## src/logic/linkPkg.sv

```systemverilog
`default_nettype none

package linkPkg;

	// ------------------------------------------------------------
	// Serial line
	// ------------------------------------------------------------
	localparam int ClocksPerBit = 8;	// Clock cycles per UART bit
	localparam int ByteWidth = 8;

	// ------------------------------------------------------------
	// Command frame, sent MSB first over the line
	// ------------------------------------------------------------
	localparam int CmdBytes = 7;
	localparam int CmdWidth = CmdBytes * ByteWidth;
	localparam int RespBytes = 4;	// One read word, LSB first

	typedef enum logic [ByteWidth-1:0] {
		OpWrite = 8'h00,
		OpRead = 8'h02
	} opcode_t;

	// First byte on the line lands in op
	typedef struct packed {
		logic [ByteWidth-1:0] op;
		logic [ByteWidth-1:0] addr;
		logic [4*ByteWidth-1:0] data;
		logic [ByteWidth-1:0] count;
	} cmdWord_t;

endpackage

`default_nettype wire

```

## src/logic/uartLink.sv

```systemverilog
`default_nettype none

module uartLink import linkPkg::*; (
	input wire logic sys_clk_p,
	input wire logic rstN,
	input wire logic rxd,
	output logic txd,
	output logic [ByteWidth-1:0] rxData,
	output logic rxValid,
	input wire logic [ByteWidth-1:0] txData,
	input wire logic txValid,
	output logic txReady
);
	typedef logic [$clog2(ClocksPerBit)-1:0] bitCnt_t;
	typedef logic [$clog2(ByteWidth)-1:0] bitIdx_t;
	typedef logic [$clog2(ByteWidth+2)-1:0] frameIdx_t;
	typedef enum logic [2:0] {RxIdle, RxStart, RxData, RxStop, RxTail} rxState_t;
	typedef enum logic {TxIdle, TxSend} txState_t;

	logic rxMeta;
	logic rxSync;
	rxState_t rxState;
	bitCnt_t rxCnt;
	bitIdx_t rxBit;
	logic rxStopOk;
	logic rxSample;
	logic [ByteWidth-1:0] rxShift;

	txState_t txState;
	bitCnt_t txCnt;
	frameIdx_t txBit;
	logic [ByteWidth+1:0] txShift;	// Stop, data, start

	// ------------------------------------------------------------
	// Receiver
	// ------------------------------------------------------------
	always_ff @(posedge sys_clk_p) begin
		if (!rstN) begin
			rxMeta <= 1'b1;
			rxSync <= 1'b1;
		end else begin
			rxMeta <= rxd;
			rxSync <= rxMeta;
		end
	end

	assign rxSample = (rxState == RxData) && (rxCnt == bitCnt_t'(ClocksPerBit - 1));

	always_ff @(posedge sys_clk_p) begin
		if (!rstN) begin
			rxState <= RxIdle;
			rxCnt <= '0;
			rxBit <= '0;
			rxStopOk <= 1'b0;
			rxValid <= 1'b0;
		end else begin
			rxValid <= 1'b0;
			case (rxState)
				RxIdle: begin
					rxCnt <= '0;
					if (!rxSync)
						rxState <= RxStart;
				end
				RxStart: begin	// Walk to the middle of the start bit
					if (rxCnt == bitCnt_t'(ClocksPerBit / 2 - 1)) begin
						rxCnt <= '0;
						rxBit <= '0;
						rxState <= rxSync ? RxIdle : RxData;	// High again means a glitch
					end else
						rxCnt <= rxCnt + 1'b1;
				end
				RxData: begin
					rxCnt <= rxCnt + 1'b1;
					if (rxSample) begin
						rxBit <= rxBit + 1'b1;
						if (rxBit == bitIdx_t'(ByteWidth - 1))
							rxState <= RxStop;
					end
				end
				RxStop: begin
					rxCnt <= rxCnt + 1'b1;
					if (rxCnt == bitCnt_t'(ClocksPerBit - 1)) begin
						rxStopOk <= rxSync;
						rxCnt <= '0;
						rxState <= RxTail;
					end
				end
				RxTail: begin
					// Leave early enough to catch a back-to-back start bit
					if (rxCnt == bitCnt_t'(ClocksPerBit / 2 - 2)) begin
						rxValid <= rxStopOk;	// Bad stop bit drops the byte
						rxState <= RxIdle;
					end else
						rxCnt <= rxCnt + 1'b1;
				end
				default: rxState <= RxIdle;
			endcase
		end
	end

	always_ff @(posedge sys_clk_p) begin
		if (rxSample)
			rxShift <= {rxSync, rxShift[ByteWidth-1:1]};	// LSB arrives first
	end

	assign rxData = rxShift;

	// ------------------------------------------------------------
	// Transmitter
	// ------------------------------------------------------------
	assign txReady = (txState == TxIdle);
	assign txd = txShift[0];

	always_ff @(posedge sys_clk_p) begin
		if (!rstN) begin
			txState <= TxIdle;
			txShift <= '1;	// Line idles high
			txCnt <= '0;
			txBit <= '0;
		end else begin
			case (txState)
				TxIdle: if (txValid) begin
					txShift <= {1'b1, txData, 1'b0};
					txCnt <= '0;
					txBit <= '0;
					txState <= TxSend;
				end
				TxSend: if (txCnt == bitCnt_t'(ClocksPerBit - 1)) begin
					txCnt <= '0;
					txShift <= {1'b1, txShift[ByteWidth+1:1]};
					txBit <= txBit + 1'b1;
					if (txBit == frameIdx_t'(ByteWidth + 1))	// Stop bit done
						txState <= TxIdle;
				end else
					txCnt <= txCnt + 1'b1;
				default: txState <= TxIdle;
			endcase
		end
	end

endmodule

`default_nettype wire

```

## config.mk

```make
export PLATFORM = sky130hd
export DESIGN_NAME = uartLink
export DESIGN_NICKNAME = d
export VERILOG_FILES = /design/src/logic/linkPkg.sv /design/src/logic/uartLink.sv
export SDC_FILE = /design/constraint.sdc
export NUM_CORES = 1
export LEC_CHECK = 0
export ABC_AREA = 1
export BUFFER_PORTS_ARGS = -buffer_cell sky130_fd_sc_hd__buf_4
export CAP_MARGIN = 20
export CORE_UTILIZATION = 60
export DETAILED_ROUTE_END_ITERATION = 10
export PLACE_DENSITY = 0.89
export REMOVE_ABC_BUFFERS = 1
export SETUP_SLACK_MARGIN = 0.05
export SLEW_MARGIN = 30
export SYNTH_ARGS = -nofsm -noshare
export SYNTH_HDL_FRONTEND = slang
export SYNTH_SLANG_ARGS = --single-unit
```

## constraint.sdc

```tcl
create_clock -name sys_clk_p -period 3.25 [get_ports sys_clk_p]
set_clock_uncertainty 0.15 [all_clocks]
set_input_delay 0.325 -clock sys_clk_p [delete_from_list [all_inputs] [get_ports sys_clk_p]]
set_output_delay 0.325 -clock sys_clk_p [all_outputs]
set_load 0.02 [all_outputs]
```

== After elaboration in Yosys (flattened, before gate mapping) ==
Cells that the tools add are included.

* Register bits after elaboration: 39
* Latch bits: 0
* RAM bits: 0
* Memory bits (read-only): 0
* Input bits: 12
* Memories kept: 0

* Add/sub/neg operators: 4
* Multiply operators: 0
* Divide/modulo/power cells: 0
* Magnitude comparators: 0
* Equality and inequality tests: 19
* Shift operators: 0
* Muxes and demuxes: 28
* Bitwise operators: 1
* Reduce and logical (&&, ||, !) cells: 10

{| class="wikitable"
|+ Operator list
! kind !! count
|-
| $mux 3 || 13
|-
| $pmux 3 s5 || 2
|-
| $mux 10 || 2
|-
| $pmux 10 s2 || 1
|-
| $ne 2x2->1 const B || 7
|-
| $eq 3x2->1 const B || 4
|-
| $eq 3x3->1 const B || 4
|-
| $pmux 3 s2 || 2
|-
| $add 3x1->3 const B || 3
|-
| $mux 4 || 2
|-
| $pmux 4 s2 || 1
|-
| $reduce_and 2->1 || 3
|-
| $reduce_and 3->1 || 2
|-
| $reduce_and 6->1 || 1
|-
| $reduce_bool 5->1 || 1
|-
| $add 4x1->4 const B || 1
|-
| $eq 4x4->1 const B || 1
|-
| $ne 2x1->1 const B || 2
|-
| $eq 3x1->1 const B || 1
|-
| $logic_not 3->1 || 1
|-
| $mux 1 || 3
|-
| $mux 2 || 1
|-
| $pmux 1 s2 || 1
|-
| $reduce_bool 2->1 || 1
|-
| other kinds (2) || 2
|}

== Longest topological paths before layout ==
Gate-level depths: netlist of run 1.

* Depth after elaboration: 4
* Gate-level depth with buffers: 9
* Depth with buffers taken out: 9

== Worst setup path before layout of run 1 ==
OpenSTA, ideal clock, no wires.

* Path kind: register to register
* Start: register rxCnt[0]
* End: register rxState[1]
* Arrival: 1234 ps
* Data required time: 2986 ps
* Path slack: 1752 ps
* Cell stages (with the launch flop): 10
* Path buffers: 0
* Cells stage by stage: dfxtp_1 -> ha_1 -> ha_1 -> nand3_1 -> nand3_1 -> nand2_1 -> nor2_2 -> nand2_1 -> nand2_1 -> nor2_2

* Longest elaborated chain between the ends: 4
* Elaborated cells on any way between the ends: 9
* Those cells by class: eq/ne: 7; reduce/logical: 2

{| class="wikitable"
|+ RTL lines
! element !! line !! text
|-
| start: declaration || uartLink.sv:23 || <nowiki>bitCnt_t rxCnt;</nowiki>
|-
| start signal: assignment || uartLink.sv:70 || <nowiki>rxCnt <= rxCnt + 1'b1;</nowiki>
|-
| start signal: assignment || uartLink.sv:73 || <nowiki>rxCnt <= rxCnt + 1'b1;</nowiki>
|-
| start signal: assignment || uartLink.sv:81 || <nowiki>rxCnt <= rxCnt + 1'b1;</nowiki>
|-
| $eq 3x3->1 || uartLink.sv:47, uartLink.sv:82 ||
|-
| $logic_and 1x1->1 || uartLink.sv:47 || <nowiki>assign rxSample = (rxState == RxData) && (rxCnt == bitCnt_t'(ClocksPerBit - 1));</nowiki>
|-
| $ne 2x2->1 (no source line) || n/a ||
|-
| $reduce_and 6->1 (no source line) (*) || n/a ||
|-
| end signal: assignment || uartLink.sv:51 || <nowiki>rxState <= RxIdle;</nowiki>
|-
| end signal: assignment || uartLink.sv:85 || <nowiki>rxState <= RxTail;</nowiki>
|-
| end signal: assignment || uartLink.sv:92 || <nowiki>rxState <= RxIdle;</nowiki>
|-
| end: declaration || uartLink.sv:22 || <nowiki>rxState_t rxState;</nowiki>
|}

Every way passes the cells marked *; elsewhere a longest branch is shown, timed or not.
A chain may end at the register's enable or synchronous reset.

== Worst setup path in the final report of run 1 ==
* Start: register txCnt[0]
* End: register txShift[5]

* Longest elaborated chain between the ends: 3

{| class="wikitable"
|+ RTL lines
! element !! line !! text
|-
| start: declaration || uartLink.sv:30 || <nowiki>bitCnt_t txCnt;</nowiki>
|-
| start signal: assignment || uartLink.sv:135 || <nowiki>txCnt <= txCnt + 1'b1;</nowiki>
|-
| $eq 3x3->1 || uartLink.sv:128 || <nowiki>TxSend: if (txCnt == bitCnt_t'(ClocksPerBit - 1)) begin</nowiki>
|-
| $ne 2x1->1 (no source line) || n/a ||
|-
| $reduce_and 2->1 (no source line) || n/a ||
|-
| end signal: assignment || uartLink.sv:123 || <nowiki>txShift <= {1'b1, txData, 1'b0};</nowiki>
|-
| end signal: assignment || uartLink.sv:130 || <nowiki>txShift <= {1'b1, txShift[ByteWidth+1:1]};</nowiki>
|-
| end: declaration || uartLink.sv:32 || <nowiki>logic [ByteWidth+1:0] txShift;</nowiki>
|}

Every way passes these cells.

==> results.cfg, run 1 <==
[synth]
syn_area_um2 = 1770
ys_types = 29
synthCells = 206
synth.avg_cell_area_um2 = 8.594
yosys_warnings = 0
synth_top_area_share = 0.3392
yosysSeqAreaShare = 0.4749
synthTopCellsByArea = dfxtp_1 34%, edfxtp_1 14%, nand2_1 9.3%
ys_ff_latch = 38
synth_top_area_cell = dfxtp_1

[timing]
min_period_ns = 1.959
rsz0062_at_grt = no
max_freq_mhz = 510.4
setup_tns_ns = 0
final-hold-violation-count = 0
setup_violations = 0
period_share = 0.6028
drv_slew = 0
relSlewSlack = 0.7214
tightest_slew_ns = 0.4173

[status]
outcome = finished, final reports clean

[setup_path]
rr_startpoint = txCnt[0]
worstPathRequired_ns = 3.34
critical_path_class = reg -> reg
rrSetupSlack_ns = 1.29
start_kind = register
crit_path_start = txCnt[0]
cp-end-kind = register
crit_fanout = 11
reg2reg_depth = 7
r2r-end = txShift[5]
arrival_ns = 2.05

[floorplan]
io_pins = 23
initial_core_util = 0.6365
die_h_um = 56.32
die_area_um2 = 3172
num_rows = 19
core_region_area_um2 = 2781
die-width_um = 56.32

[clock_network]
clockBufferDepth = 2
htreeDepth = 2
cts_buffers = 5
clock_sinks = 38
cts_tree = yes
clk_latency_ns = 0.35
path_clk_slew_ns = 0.11
root_buffer = clkbuf_4

[global_routing]
gr-total-overflow = 0
antenna_found_initial = 0
grtUsageTotal = 0.2327
grt_pass1_vias = 1341
grt_max_degree = 18
grt_pass1_wl_um = 5595

[power]
power_density_nw_per_um2 = 414.5
ir_drop_mv = 0.4308
leakage_uw = 0.0009092

[drt]
drtAntennaViolNets = 0
viasPerCell = 5.218
drt_pass1_iterations = 4
drt-total-wl_um = 3054
vias = 1367
drtIter0Drc = 40
drc = 0
wl_per_cell_um = 11.66

[cells_and_area]
drive_above_1_share = 0.2641
post-route-cell-area_um2 = 1987
fillers = 226
multi_input_area_um2 = 787.0
area.sequential_um2 = 840.8
antenna_cells = 0
synthToLayoutAreaGrowth_pct = 12.23
post-route-util = 0.7144
fin_nets = 253

[worst_hold_path]
min_to = txShift[8]
holdCritStartpoint = txData[7]
hold_class = in -> reg
hold_depth = 3

[placed_design]
port_buffers = 22
gp_routability_congestion = 0.8226
place_area_um2 = 1927
dp_hpwl_um = 2288

[run]
drv_cap = 0
## worst max-delay path: stages, from the launching register on
cell and delay, ns:
dfxtp_1 0.37, ha_1 0.16, ha_1 0.16, nand2_1 0.10
nand2_1 0.32, clkinv_1 0.36, nand2_1 0.14, nand3_1 0.08
## metal layers
layer | global-route usage | vias up | share of wire | wire, µm
met1 | 0.2874 | 614 | 0.47 | 1443
met3 | 0.05530 | 9 | 0.031 | 95
li1 | - | 719 | - | -
met5 | 0 | - | 0 | 0
met2 | 0.3690 | 25 | 0.47 | 1426
met4 | 0.1394 | 0 | 0.029 | 89
## state kept, by name, indices dropped and copies added (netlist names), 3 cells and up
signal	count
rxData	8
txCnt	3
txBit	4
rxState	3
rxCnt	3
rxBit	3
txShift	9
## cell families (layout without fill, tap and decap cells)
logic type,Yosys count,count (layout),synth area share
buffers and inverters,31,56,0.08056
AO/OA/AOI/OAI,35,35,0.1159
flip-flops,38,38,0.4749
XOR/XNOR,1,1,0.004948
AND/OR/NAND/NOR,90,90,0.2459
adder cells (fa/ha/maj),11,11,0.07774
## power breakdown
group | internal (µW) | total [µW] | switching [µW] | leakage [µW]
combinational | 38.0 | 85.5 | 47.5 | 0.000563
clock | 81.2 | 227 | 146 | 0.0000297
sequential | 495 | 511 | 16.2 | 0.000317
total | 614 | 824 | 210 | 0.000909
## area by class of cell
type | count | area share
timing repair buffer | 23 | 0.08816
clock inverter | 2 | 0.004408
sequential | 38 | 0.4232
clock buffer | 6 | 0.02078
multi-input combinational | 137 | 0.3961
tap | 31 | 0.01952
inverter | 25 | 0.04786
## cells in the mapped netlist
master and n:
a21oi_2 1, buf_2 2, a21oi_1 15, nor2_4 1
nand3_1 14, nor4_1 1, nand3_2 1, o21bai_1 1
ha_1 11, o21ai_1 1, o21ai_0 7, o211ai_1 7
o22ai_1 2, inv_2 5, nand2_1 44, edfxtp_1 8
clkinv_1 1, xor2_1 1, dfxtp_1 30, nor2_1 5
a311oi_1 1, nor2_2 6, nor3_2 1, nand2_2 8
or2_2 9, clkbuf_1 1, buf_6 3, inv_1 18
clkinv_2 1
## cells in the final DEF (no fill, tap or decap)
master / n
a21oi_1: 15
a21oi_2: 1
a311oi_1: 1
buf_4: 22
clkbuf_1: 1
clkbuf_4: 5
clkinv_1: 2
clkinv_2: 2
dfxtp_1: 30
dlygate4sd3_1: 1
edfxtp_1: 8
ha_1: 11
inv_1: 18
inv_2: 5
nand2_1: 44
nand2_2: 8
nand3_1: 14
nand3_2: 1
nor2_1: 5
nor2_2: 6
nor2_4: 1
nor3_2: 1
nor4_1: 1
o211ai_1: 7
o21ai_0: 7
o21ai_1: 1
o21bai_1: 1
o22ai_1: 2
or2_2: 9
xor2_1: 1
## stage by stage
step | hold slack (ns) | setup slack, ns | instances | power, µW
detailed placement | 0.2514 | 1.312 | 253 | 606.3
finish | 0.05267 | 1.291 | 262 | 823.6
global route | 0.04174 | 1.174 | 262 | 869.1
floorplan | 0.2425 | 1.629 | 200 | 576.1
global placement | 0.2435 | 1.417 | 253 | 603.7
CTS | 0.03648 | 1.306 | 262 | 834.3
## timing repair
action	in CTS	in global routing
setup endpoints to repair	0	0
endpoints found under the hold margin	1	0
hold buffers	1	0
resized for setup	0	0
buffers inserted	0	0
## worst max path at each step
| stage | cells after the start | slack (ns) | to |
|---|---|---|---|
| after global placement | 7 | 1.42 | txShift[2] |
| after detailed placement | 7 | 1.31 | txShift[3] |
| final | 7 | 1.29 | txShift[5] |
| after global routing | 7 | 1.17 | txShift[4] |
| after floorplan | 7 | 1.63 | txShift[1] |
| after CTS | 7 | 1.31 | txShift[3] |
No activity file was read; power rests on OpenSTA's default activity.
==> inputs of run 2 (changes only) <==
Settings changed: CORE_UTILIZATION 60 to 56, PLACE_DENSITY 0.89 to 0.85.
Clock period 3.25 ns to 1.99 ns, I/O delays scaled along.
==> results.cfg, run 2 (synthesis gave the netlist of run 1 again) <==
[clock_network]
clockBufferDepth = 2
clk_latency_ns = 0.34
root_buffer = clkbuf_4
post_cts_buffers = 0
htreeDepth = 2
cts_tree = yes
cts_buffers = 5
path_clk_slew_ns = 0.11
clock_sinks = 38

[setup_path]
start_kind = register
worstPathRequired_ns = 2.08
arrival_ns = 1.76
crit_path_end = rxState[1]
reg2reg_depth = 9
crit_path_start = rxCnt[0]
cp.depth = 9
critPathBufInv = 0
crit_slowest_cell = dfxtp_1
rrSetupSlack_ns = 0.32
critical_path_class = reg -> reg
worstPathCellList = ha_1 > ha_1 > nand3_1 > nand3_1 > nand2_1 > nor2_2 > nand2_1 > nand2_1 > nor2_2
rr_startpoint = rxCnt[0]
cp_slowest_stage_delay_ns = 0.41
crit_fanout = 4
r2r-end = rxState[1]
cp_common_cell = nand2_1
cp-end-kind = register
cp_top_family = simple AND/OR/NAND/NOR gates

[drt]
drtIter0Drc = 61
wl_per_cell_um = 11.64
viasPerCell = 5.043
drt_pass1_iterations = 4
drt-total-wl_um = 3236
drc = 0
drtAntennaViolNets = 0
vias = 1402

[placed_design]
place_ws_ns = 0.3326
dp_hpwl_um = 2245
gp_routability_congestion = 0.8226
place_area_um2 = 1951
port_buffers = 22

[cells_and_area]
layout_commonest_cell = nand2_1
final_cell_mix = 44 x nand2_1, 30 x dfxtp_1, 23 x buf_4
antenna_cells = 0
drive_above_1_share = 0.2692
top_register = txShift
synthToLayoutAreaGrowth_pct = 17.60
post-route-cell-area_um2 = 2082
fillers = 236
area.sequential_um2 = 840.8
largest_reg_flops = 9
multi_input_area_um2 = 787.0
fin_nets = 256

[power]
leakage_uw = 0.0009458
ir_drop_mv = 0.4467
power_density_nw_per_um2 = 778.5

[floorplan]
num_rows = 20
io_pins = 23
die_h_um = 58.23
die_area_um2 = 3390
core_region_area_um2 = 3028
initial_core_util = 0.5847
die-width_um = 58.23

[timing]
tightest_slew_ns = 0.4245
relSlewSlack = 0.7167
setup_violations = 0
final.setup.worst_slack_ns = 0.3217
rsz0062_at_grt = no
period_share = 0.8383
min_period_ns = 1.668
drv_slew = 0
max_freq_mhz = 599.4
setup_tns_ns = 0
final-hold-violation-count = 0

[global_routing]
grt_pass1_vias = 1275
antenna_found_initial = 0
grtUsageTotal = 0.2121
grt_max_degree = 18
gr-total-overflow = 0
grt_pass1_wl_um = 5471

[run]
drv_cap = 0

[worst_hold_path]
hold_class = in -> reg

[status]
outcome = finished, final reports clean
==> run 2: cell count changes in the layout (fill, tap and decap cells not counted) <==
cell | before | now
clkinv_2 | 2 | 1
bufinv_16 | 0 | 2
clkbuf_1 | 1 | 0
buf_4 | 22 | 23
dlygate4sd3_1 | 1 | 3
==> run 2: per-layer routing <==
layer | share of wire | track usage | routed length, µm
met1 | 0.48 | 0.2802 | 1553
met3 | 0.039 | 0.04688 | 126
met4 | 0.015 | 0.08163 | 48
met5 | 0 | 0 | 0
met2 | 0.47 | 0.3399 | 1508
==> run 2: area by class of cell <==
cell class / instances / area share
Clock buffer: 5 / 0.01803
Clock inverter: 3 / 0.03065
Inverter: 25 / 0.04567
Multi-Input combinational cell: 137 / 0.3780
Sequential cell: 38 / 0.4038
Tap cell: 44 / 0.02644
Timing Repair Buffer: 26 / 0.09736
==> run 2: what timing repair did <==
item,in CTS,in global routing
gates resized for setup,0,0
hold buffers,2,1
endpoints found under the hold margin,2,2
==> run 2: through the flow <==
step	instances	total power, µW	util	hold slack, ns
after global routing	278	1687	0.6876	0.02516
final	278	1621	0.6876	0.02706
after global placement	267	989.3	0.6442	0.2376
after floorplan	200	940.8	-	0.1179
after detailed placement	267	993.4	0.6442	0.2413
after CTS	277	1626	0.6843	0.0006793
==> run 2: report_power, final <==
| group | switching [µW] | internal, µW | leakage [µW] |
|---|---|---|---|
| Sequential | 27.1 | 808 | 0.000317 |
| Combinational | 80.4 | 66.7 | 0.000576 |
| Clock | 251 | 387 | 0.0000528 |
| Total | 359 | 1260 | 0.000946 |
==> run 2: tightest hold or removal path: stages <==
cell	delay [ns]
buf_4	0.09
nor2_1	0.07
nand2_1	0.06
a21oi_1	0.05
==> run 2: worst min path at each step <==
stage	slack, ns	to	from	depth (start not counted)
CTS	0.0007	txShift[5]	rstN	2
global route	0.03	txCnt[1]	txValid	4
detailed placement	0.24	rxMeta	rxd	2
floorplan	0.12	txShift[8]	rstN	1
global placement	0.24	rxMeta	rxd	2
finish	0.03	txCnt[0]	txValid	4
==> inputs of run 3 (changes only) <==
Settings changed: CORE_UTILIZATION 56 to 51, PLACE_DENSITY 0.85 to 0.82.
Clock period 1.99 ns to 1.3 ns, I/O delays scaled along.
==> results.cfg, run 3 (synthesis gave the netlist of run 1 again) <==
[floorplan]
initial_core_util = 0.5306
core_region_area_um2 = 3337
die-width_um = 60.92
num_rows = 21
die_area_um2 = 3711
io_pins = 23
die_h_um = 60.92

[clock_network]
cts_tree = yes
root_buffer = clkbuf_4
clock_sinks = 38
clockBufferDepth = 2
clk_latency_ns = 0.34
htreeDepth = 2
path_clk_slew_ns = 0.11
cts_buffers = 5

[timing]
rsz0062_at_grt = yes
drv_slew = 0
setup_violations = 32
setup_tns_ns = -3.858
tightest_slew_ns = 0.6001
relSlewSlack = 0.5995
period_share = 1.227
max_freq_mhz = 627.1
final.setup.worst_slack_ns = -0.2946
final-hold-violation-count = 0
hold-worst-slack_ns = 0.07658
min_period_ns = 1.595

[placed_design]
place_ws_ns = -0.2224
gp_routability_congestion = 0.7911
dpl.cell_count = 288
port_buffers = 22
dp_hpwl_um = 2321

[drt]
drc = 0
vias = 1742
drtAntennaViolNets = 0
drt_pass1_iterations = 6
wl_per_cell_um = 17.67
drtIter0Drc = 171
viasPerCell = 5.565
drt-total-wl_um = 5530

[setup_path]
crit_fanout = 4
arrival_ns = 1.72
reg2reg_depth = 8
cp-end-kind = register
worstPathCellList = ha_4 > ha_4 > nand2_2 > buf_4 > nand2_2 > inv_2 > nand2_1 > a21oi_2
crit_slowest_cell = dfxtp_4
critical_path_class = reg -> reg
cp_slowest_stage_delay_ns = 0.37
start_kind = register
rrSetupSlack_ns = -0.29
worstPathRequired_ns = 1.42

[cells_and_area]
drive_above_1_share = 0.5056
multi_input_area_um2 = 1037
largest_reg_flops = 9
fin_nets = 289
fillers = 182
post-route-util = 0.7867
final_cell_mix = 37 x buf_4, 36 x nand2_1, 19 x dfxtp_1
synthToLayoutAreaGrowth_pct = 48.27
area.sequential_um2 = 862.1
antenna_cells = 0
layout_commonest_cell = buf_4
instances_no_fill = 313
top_register = txShift

[worst_hold_path]
hold_depth = 3
hold_class = in -> reg

[global_routing]
grtUsageTotal = 0.2748
gr-total-overflow = 0
grt_pass1_vias = 1575
grt_pass1_wl_um = 7224
grt_max_degree = 17
antenna_found_initial = 0

[run]
drv_cap = 0

[status]
outcome = finished with violations
failed_checks = setup timing

[power]
leakage_uw = 0.001130
ir_drop_mv = 0.6826
power_density_nw_per_um2 = 865.8
[run 3: what timing repair did]
action | 4_1_cts | 5_1_grt
pin swaps | 12 | 15
buffers inserted | 5 | 1
endpoints found under the hold margin | 12 | 0
cloned | 1 | 0
resized for setup | 63 | 28
hold buffers | 10 | 0
endpoints found under the setup margin | 33 | 37
[run 3: metrics by stage]
| step | power [µW] | cell area (µm²) |
|---|---|---|
| floorplan | 1440 | 1723 |
| global placement | 1553 | 2096 |
| detailed placement | 1560 | 2096 |
| CTS | 2198 | 2524 |
| global route | 2342 | 2625 |
| finish | 2273 | 2625 |
[run 3: worst paths after layout]
kind         startpoint          to
max            rxCnt[0]    rxBit[2]
min                rstN  txShift[4]
max reg2reg    rxCnt[0]    rxBit[2]
min reg2reg      rxMeta      rxSync
[run 3: layout make-up]
type | instances | area share
tap | 46 | 0.02193
sequential | 38 | 0.3284
timing repair buffer | 59 | 0.1954
inverter | 25 | 0.04051
multi-input combinational | 137 | 0.3951
clock buffer | 8 | 0.01859
[run 3: critical path: cells and delay by family, from the launching register on]
| family | cells | cell delay [ns] |
|---|---|---|
| adders and majority gates | 2 | 0.36 |
| buffers and inverters | 2 | 0.21 |
| and+or+nand+nor | 3 | 0.30 |
| AOI/OAI and AO/OA | 1 | 0.15 |
| DFF | 1 | 0.37 |
[run 3: power by group]
group | switching [µW] | internal [µW] | total [µW] | leakage [µW]
logic | 212 | 198 | 410 | 0.000781
clock network | 365 | 216 | 581 | 0.0000265
registers | 43.7 | 1240 | 1280 | 0.000323
[run 3: routing by layer]
| metal | track usage | part of all wire | vias to the layer above |
|---|---|---|---|
| li1 | - | - | 796 |
| met1 | 0.3289 | 0.39 | 822 |
| met2 | 0.4537 | 0.50 | 100 |
| met3 | 0.06183 | 0.064 | 24 |
| met4 | 0.1591 | 0.045 | 0 |
| met5 | 0 | 0 | - |
